$ cat src/rtl/scan_pkg.sv
package scan_pkg;

	////////////////////////////////////////////////////////////
	// sizes
	////////////////////////////////////////////////////////////

	// one pixel is a plain 8-bit colour index.
	localparam int PIX_W    = 8;
	// index of a pixel within one stored line.
	localparam int IDX_W    = 8;
	// pixels past this count on a line are thrown away.
	localparam int LINE_MAX = 256;
	// a bank bit on top of the pixel index keeps two lines in one RAM.
	localparam int ADDR_W   = 9;
	// a line length runs from 0 to LINE_MAX inclusive.
	localparam int LEN_W    = 9;

	////////////////////////////////////////////////////////////
	// structs and state
	////////////////////////////////////////////////////////////

	// one beat from the 15 kHz source.
	typedef struct packed {
		logic             pix;
		logic             eol;
		logic [PIX_W-1:0] data;
	} src_beat_t;

	// a finished line, handed from the input side to the output side.
	typedef struct packed {
		logic             valid;
		logic             bank;
		logic [LEN_W-1:0] len;
	} line_info_t;

	// one doubled output pixel.
	typedef struct packed {
		logic             valid;
		logic             line_start;
		logic             pass;
		logic [PIX_W-1:0] data;
	} vid_out_t;

	typedef enum logic [1:0] {
		RD_IDLE,
		RD_PASS0,
		RD_PASS1
	} reader_state_e;

endpackage
$ cat src/rtl/scan_doubler.sv
module scan_doubler (
	input  logic                clock,
	input  logic                reset,
	input  scan_pkg::src_beat_t src,
	output scan_pkg::vid_out_t  vid,
	output logic                overrun
);

	scan_pkg::line_info_t        line_done;
	logic                        wr_en;
	logic [scan_pkg::ADDR_W-1:0] wr_addr;
	logic [scan_pkg::PIX_W-1:0]  wr_data;
	logic                        rd_en;
	logic [scan_pkg::ADDR_W-1:0] rd_addr;
	logic [scan_pkg::PIX_W-1:0]  rd_q;

	line_writer u_writer (
		.clock     (clock),
		.reset     (reset),
		.src       (src),
		.ram_en    (wr_en),
		.ram_addr  (wr_addr),
		.ram_data  (wr_data),
		.line_done (line_done)
	);

	// port a only ever writes, port b only ever reads.
	dpram #(
		.addr_width (scan_pkg::ADDR_W),
		.data_width (scan_pkg::PIX_W)
	) u_line_ram (
		.clock     (clock),
		.address_a (wr_addr),
		.address_b (rd_addr),
		.data_a    (wr_data),
		.data_b    ('0),
		.enable_a  (wr_en),
		.enable_b  (rd_en),
		.wren_a    (1'b1),
		.wren_b    (1'b0),
		.q_a       (),
		.q_b       (rd_q)
	);

	line_reader u_reader (
		.clock     (clock),
		.reset     (reset),
		.line_done (line_done),
		.ram_en    (rd_en),
		.ram_addr  (rd_addr),
		.ram_q     (rd_q),
		.vid       (vid),
		.overrun   (overrun)
	);

endmodule

$ cat src/rtl/line_reader.sv
module line_reader (
	input  logic                        clock,
	input  logic                        reset,
	input  scan_pkg::line_info_t        line_done,
	output logic                        ram_en,
	output logic [scan_pkg::ADDR_W-1:0] ram_addr,
	input  logic [scan_pkg::PIX_W-1:0]  ram_q,
	output scan_pkg::vid_out_t          vid,
	output logic                        overrun
);

	scan_pkg::reader_state_e    state;
	logic                       rd_bank;
	logic [scan_pkg::IDX_W-1:0] idx;
	logic [scan_pkg::IDX_W-1:0] last_idx;
	logic [scan_pkg::IDX_W-1:0] len_m1;
	logic                       at_end;
	logic                       accept;
	logic                       s1_valid;
	logic                       s1_start;
	logic                       s1_pass;

	// the writer never announces an empty line, so a length of 256 wraps to index 255.
	assign len_m1 = line_done.len[scan_pkg::IDX_W-1:0] - 1'b1;
	assign accept = line_done.valid && (state == scan_pkg::RD_IDLE);
	assign at_end = idx == last_idx;

	// addresses go out for every cycle of both passes.
	assign ram_en   = state != scan_pkg::RD_IDLE;
	assign ram_addr = {rd_bank, idx};

	////////////////////////////////////////////////////////////
	// pass sequencer
	////////////////////////////////////////////////////////////

	always_ff @(posedge clock) begin
		if (reset) begin
			state   <= scan_pkg::RD_IDLE;
			idx     <= '0;
			overrun <= 1'b0;
		end else begin
			// a line that shows up mid-read is lost and overrun stays set until reset.
			if (line_done.valid && !accept) begin
				overrun <= 1'b1;
			end

			case (state)
				scan_pkg::RD_IDLE: begin
					idx <= '0;
					if (line_done.valid) begin
						state <= scan_pkg::RD_PASS0;
					end
				end
				scan_pkg::RD_PASS0: begin
					if (at_end) begin
						idx   <= '0;
						state <= scan_pkg::RD_PASS1;
					end else begin
						idx <= idx + 1'b1;
					end
				end
				scan_pkg::RD_PASS1: begin
					if (at_end) begin
						idx   <= '0;
						state <= scan_pkg::RD_IDLE;
					end else begin
						idx <= idx + 1'b1;
					end
				end
				default: begin
					state <= scan_pkg::RD_IDLE;
				end
			endcase
		end
	end

	// bank and last index of the line being doubled.
	always_ff @(posedge clock) begin
		if (accept) begin
			rd_bank  <= line_done.bank;
			last_idx <= len_m1;
		end
	end

	////////////////////////////////////////////////////////////
	// output pipeline
	////////////////////////////////////////////////////////////

	// stage one lines up with the RAM read, stage two is the vid register.
	always_ff @(posedge clock) begin
		if (reset) begin
			s1_valid <= 1'b0;
			vid      <= '0;
		end else begin
			s1_valid       <= ram_en;
			vid.valid      <= s1_valid;
			vid.line_start <= s1_valid && s1_start;
			vid.pass       <= s1_valid && s1_pass;
			// cycles without a pixel carry zero data
			vid.data       <= s1_valid ? ram_q : '0;
		end

		s1_start <= idx == '0;
		s1_pass  <= state == scan_pkg::RD_PASS1;
	end

endmodule

$ cat src/rtl/line_writer.sv
module line_writer (
	input  logic                        clock,
	input  logic                        reset,
	input  scan_pkg::src_beat_t         src,
	output logic                        ram_en,
	output logic [scan_pkg::ADDR_W-1:0] ram_addr,
	output logic [scan_pkg::PIX_W-1:0]  ram_data,
	output scan_pkg::line_info_t        line_done
);

	logic                       bank;
	logic [scan_pkg::LEN_W-1:0] count;
	logic                       room;
	logic [scan_pkg::LEN_W-1:0] line_len;
	logic                       line_ok;

	////////////////////////////////////////////////////////////
	// write path
	////////////////////////////////////////////////////////////

	// the counter stops at LINE_MAX, so later pixels are simply not stored.
	assign room = count < scan_pkg::LINE_MAX;

	// pixels go straight into the RAM in the cycle they arrive.
	assign ram_en   = src.pix && room;
	assign ram_addr = {bank, count[scan_pkg::IDX_W-1:0]};
	assign ram_data = src.data;

	// length including a pixel carried on the same beat as the line end.
	assign line_len = ram_en ? count + 1'b1 : count;
	assign line_ok  = src.eol && (line_len != '0);

	////////////////////////////////////////////////////////////
	// line bookkeeping
	////////////////////////////////////////////////////////////

	always_ff @(posedge clock) begin
		if (reset) begin
			bank            <= 1'b0;
			count           <= '0;
			line_done.valid <= 1'b0;
		end else begin
			line_done.valid <= line_ok;
			if (src.eol) begin
				count <= '0;
				// an empty line leaves the bank alone, nothing was written to it.
				if (line_ok) begin
					bank <= ~bank;
				end
			end else begin
				count <= line_len;
			end
		end

		// bank and length of the line that has just ended.
		line_done.bank <= bank;
		line_done.len  <= line_len;
	end

endmodule

$ cat src/rtl/dpram.sv
module dpram #(
	parameter int addr_width = 9,
	parameter int data_width = 8
) (
	input  logic                  clock,
	input  logic [addr_width-1:0] address_a,
	input  logic [addr_width-1:0] address_b,
	input  logic [data_width-1:0] data_a,
	input  logic [data_width-1:0] data_b,
	input  logic                  enable_a,
	input  logic                  enable_b,
	input  logic                  wren_a,
	input  logic                  wren_b,
	output logic [data_width-1:0] q_a,
	output logic [data_width-1:0] q_b
);

	logic [data_width-1:0] mem [0:(1 << addr_width) - 1];

	// both ports write through one process.
	// on a same-address collision port b lands last and wins.
	always_ff @(posedge clock) begin
		if (enable_a && wren_a) begin
			mem[address_a] <= data_a;
		end
		if (enable_b && wren_b) begin
			mem[address_b] <= data_b;
		end
	end

	// reads are registered and q holds its last value while a port is idle.
	always_ff @(posedge clock) begin
		if (enable_a && !wren_a) begin
			q_a <= mem[address_a];
		end
	end

	always_ff @(posedge clock) begin
		if (enable_b && !wren_b) begin
			q_b <= mem[address_b];
		end
	end

endmodule

$ cat config.mk
export PLATFORM = sky130hd
export DESIGN_NAME = scan_doubler
export DESIGN_NICKNAME = d
export VERILOG_FILES = /design/src/rtl/scan_pkg.sv /design/src/rtl/scan_doubler.sv /design/src/rtl/line_reader.sv /design/src/rtl/line_writer.sv /design/src/rtl/dpram.sv
export SDC_FILE = /design/constraint.sdc
export NUM_CORES = 2
export LEC_CHECK = 0
export BUFFER_PORTS_ARGS = -buffer_cell sky130_fd_sc_hd__buf_2
export CELL_PAD_IN_SITES_DETAIL_PLACEMENT = 0
export CELL_PAD_IN_SITES_GLOBAL_PLACEMENT = 1
export CORE_UTILIZATION = 55
export CTS_CLUSTER_DIAMETER = 60
export DETAILED_ROUTE_END_ITERATION = 8
export PLACE_DENSITY_LB_ADDON = 0.1
export REMOVE_ABC_BUFFERS = 1
export SLEW_MARGIN = 20
export SYNTH_ARGS = -nofsm -noshare
export SYNTH_HDL_FRONTEND = slang
export SYNTH_SLANG_ARGS = --single-unit
$ cat constraint.sdc
create_clock -name clock -period 9.14 [get_ports clock]
set_input_delay 1.828 -clock clock [delete_from_list [all_inputs] [get_ports clock]]
set_output_delay 1.828 -clock clock [all_outputs]
set_load 0.02 [all_outputs]
==> impl_metrics.yaml <==
setup_path:
  crit_buf_inv: 2
  crit_fanout: 85
  cp_common_cell: "mux4_2"
  crit_chain: "buf_12, buf_4, mux4_2, mux4_2, mux2i_1, o221ai_1, o32a_1"
  crit_family: "multiplexers"
  worstPathRequired_ps: 9840
  crit_slowest_cell: "dfxtp_4"
  worstPathArrival_ps: 5980
  cp-end-kind: "flip-flop"
  cp_slowest_stage_delay_ps: 850
  worstSetupStartpointType: "flip-flop"
  worstSetupPathType: "flip-flop to flip-flop"
detailed_routing:
  drt_iter0_markers: 11032
  routed-via-count: 80035
  drc: 0
  drt-total-wl_um: 444200
  drt_pass1_iterations: 6
  wl_per_cell_um: 37.25
  via_per_inst: 6.712
  final_antenna_net_count: 0
grt:
  grt_pass1_wl_um: 622500
  grt_max_degree: 197
  overflow: 0
  grt_pass1_vias: 78811
  grt_use_total_pct: 30.29
  antenna_found_initial: 37
clocking:
  max-clock-path-buffers: 4
  cts_resized: 0
  numCtsBuffers: 422
  holdBufCountCts: 0
  clk_transition_reported_paths_ps: 60
  clock_sinks: 4158
  cts_htree_levels: 5
  postCtsSetupBuffers: 0
  insertion_delay_ps: 1010
  cts_tree: "built"
  root_buffer: "clkbuf_16"
yosys:
  ys_ff_latch: 4158
  synth.top_cell.area_share_pct: 76.41
  synth_commonest_cells: "4113 x edfxtp_1, 1018 x mux4_2, 613 x nor2_1, 314 x mux2i_1, 211 x nand2_1"
  synth_cell_types: 74
  syn_area_per_cell_um2: 21.48
  synthAdderAreaFrac_pct: 0.09289
  synth_warnings: 0
  syn_area_mm2: 0.1616
  yosys-top-cells-area: "edfxtp_1 76%, mux4_2 14%, mux2i_1 1.9%"
  ys_async_sr_fraction_pct: 0
  synth-xor-area-share_pct: 0.1517
  synth_cells: 7526
  synth_top_family_by_area: "multiplexers"
  synthSimpleGateAreaFrac_pct: 2.544
  synth_mux_area_share_pct: 16.32
  synth_top_area_cell: "edfxtp_1"
  dominantRegCellSynth: "edfxtp_1"
  synth.yosys.seq_area_share_pct: 76.97
  synth_compound_area_share_pct: 2.183
  synth_edf_count: 4113
  synth_most_common_cell: "edfxtp_1"
timing:
  finClkSkew_ps: 62.55
  rsz0062_at_grt: "no"
  tightest_slew_ps: 1425
  hold_viol: 0
  finalCritPeriodShare_pct: 57.72
  fin_worst_hold_slack_ps: 418.3
  fmax_mhz: 189.5
  setup_violations: 0
  period_minus_slack_ps: 5276
  setup_ws_ps: 3864
  slew_violations: 0
  slew_headroom_pct: 4.997
hold_path:
  hp-class: "flip-flop to flip-flop"
cells_and_area:
  area_growth_pct: 11.07
  fin_util_pct: 61.57
  final_nets: 7680
  drive_gt1_share_pct: 23.66
floorplan:
  placementRows: 198
  core_mm2: 0.2916
  dieArea_mm2: 0.2961
  die_w_um: 544.1
  fp.dieH_um: 544.1
  initial_utilization_pct: 55.43
  ioPinCount: 24
power:
  peakVddDrop_mv: 0.2018
  power_density_mw_per_mm2: 217.9
  p_leak_nw: 54.19
place:
  dp_slack_ps: 3906
  portBuffers: 23
  place_congestion: 0.8465
  hpwl_um: 257700
status:
  status: "finished, final reports clean"
run:
  cap_viol_max_count: 0
worst register-to-register path, delay by kind of cell, from the launching register on:
kind            cells  cell delay (ps)
mux                 3             1910
buf+inv             2             1480
compound gates      2              770
flops               1              850
cell families after synthesis:
| kind of cell | count (synthesis) |
|---|---|
| xor+xnor | 28 |
| compound gates | 481 |
| buf+inv | 492 |
| simple gates | 996 |
| fa+ha+maj | 12 |
| mux | 1359 |
| flops | 4158 |
power breakdown:
part | internal [W] | switching (W) | leakage [nW]
Clock | 0.00968 | 0.00733 | 6.65
Combinational | 0.000382 | 0.000745 | 10.2
Sequential | 0.0210 | 0.0000226 | 37.3
Total | 0.0310 | 0.00810 | 54.2
stage by stage:
step                      setup TNS [ps]  area (um^2)  std cells  power (W)
after global routing                   0       179500      11918    0.04003
after global placement                 0       165800      11128    0.02251
after floorplan                  -684270       158900       7058    0.02290
after CTS                              0       179500      11910    0.03929
final                                  0       179500      11925    0.03913
after detailed placement               0       165800      11130    0.02253
path summary, 6_finish.rpt:
check | endpoint | cells past startpoint | startpoint | slack (ps)
max reg2reg | u_line_ram.q_b[4]$_DFFE_PN_ | 7 | u_reader.idx[0]$_SDFFE_PP0P_ | 3860
min reg2reg | u_reader.rd_bank$_DFFE_PP_ | 0 | u_writer.line_done[9]$_DFF_P_ | 420
max | u_line_ram.q_b[4]$_DFFE_PN_ | 7 | u_reader.idx[0]$_SDFFE_PP0P_ | 3860
min | u_reader.rd_bank$_DFFE_PP_ | 0 | u_writer.line_done[9]$_DFF_P_ | 420
cells in the final DEF (no fill, tap or decap), drive strengths merged, types with 11 or more instances in the layout:
cell,count
o211ai,23
o22ai,34
edfxtp,4113
nand3,40
a311oi,13
buf,174
mux2,27
diode,13
xor2,17
a221oi,47
o221ai,60
clkinvlp,17
mux4,1018
nor3,24
a21oi,81
clkinv,210
nor2b,19
a211oi,13
and2,29
ha,12
a22oi,43
o21ai,53
nand2,211
nand4,13
nor2,613
bufinv,35
and3,20
mux2i,314
xnor2,11
dfxtp,45
clkbuf,506
inv,36
state kept, by name (all words and copies together), names as in the netlist:
signal              cells
u_reader.vid           11
u_reader.rd_bank        1
u_reader.idx            8
u_reader.s1_start       1
u_writer.line_done     10
u_writer.count          9
u_reader.state          2
u_line_ram.q_b          8
u_reader.s1_valid       1
u_reader.last_idx       8
u_reader.overrun        1
u_reader.s1_pass        1
u_writer.bank           1
u_line_ram.mem       4096
area by class of cell:
class                   instances  area (um^2)
well taps                    3900         4880
clock inverters               274         2517
repair buffers                174         1734
clock buffers                 506        11110
flip-flops and latches       4158       124400
multi-input cells            2876        34700
diodes                         13        32.53
inverters                      24        110.1
fillers                     20259       112100
metal layers:
metal | track usage, % | share of wire [%] | up-vias
met5 | 0 | 0.028 | -
met4 | 8.855 | 3.1 | 18
met3 | 5.692 | 9.7 | 656
met2 | 46.52 | 47 | 4432
met1 | 44.83 | 40 | 43239
li1 | - | - | 31690
(Power assumes the default switching activity.)
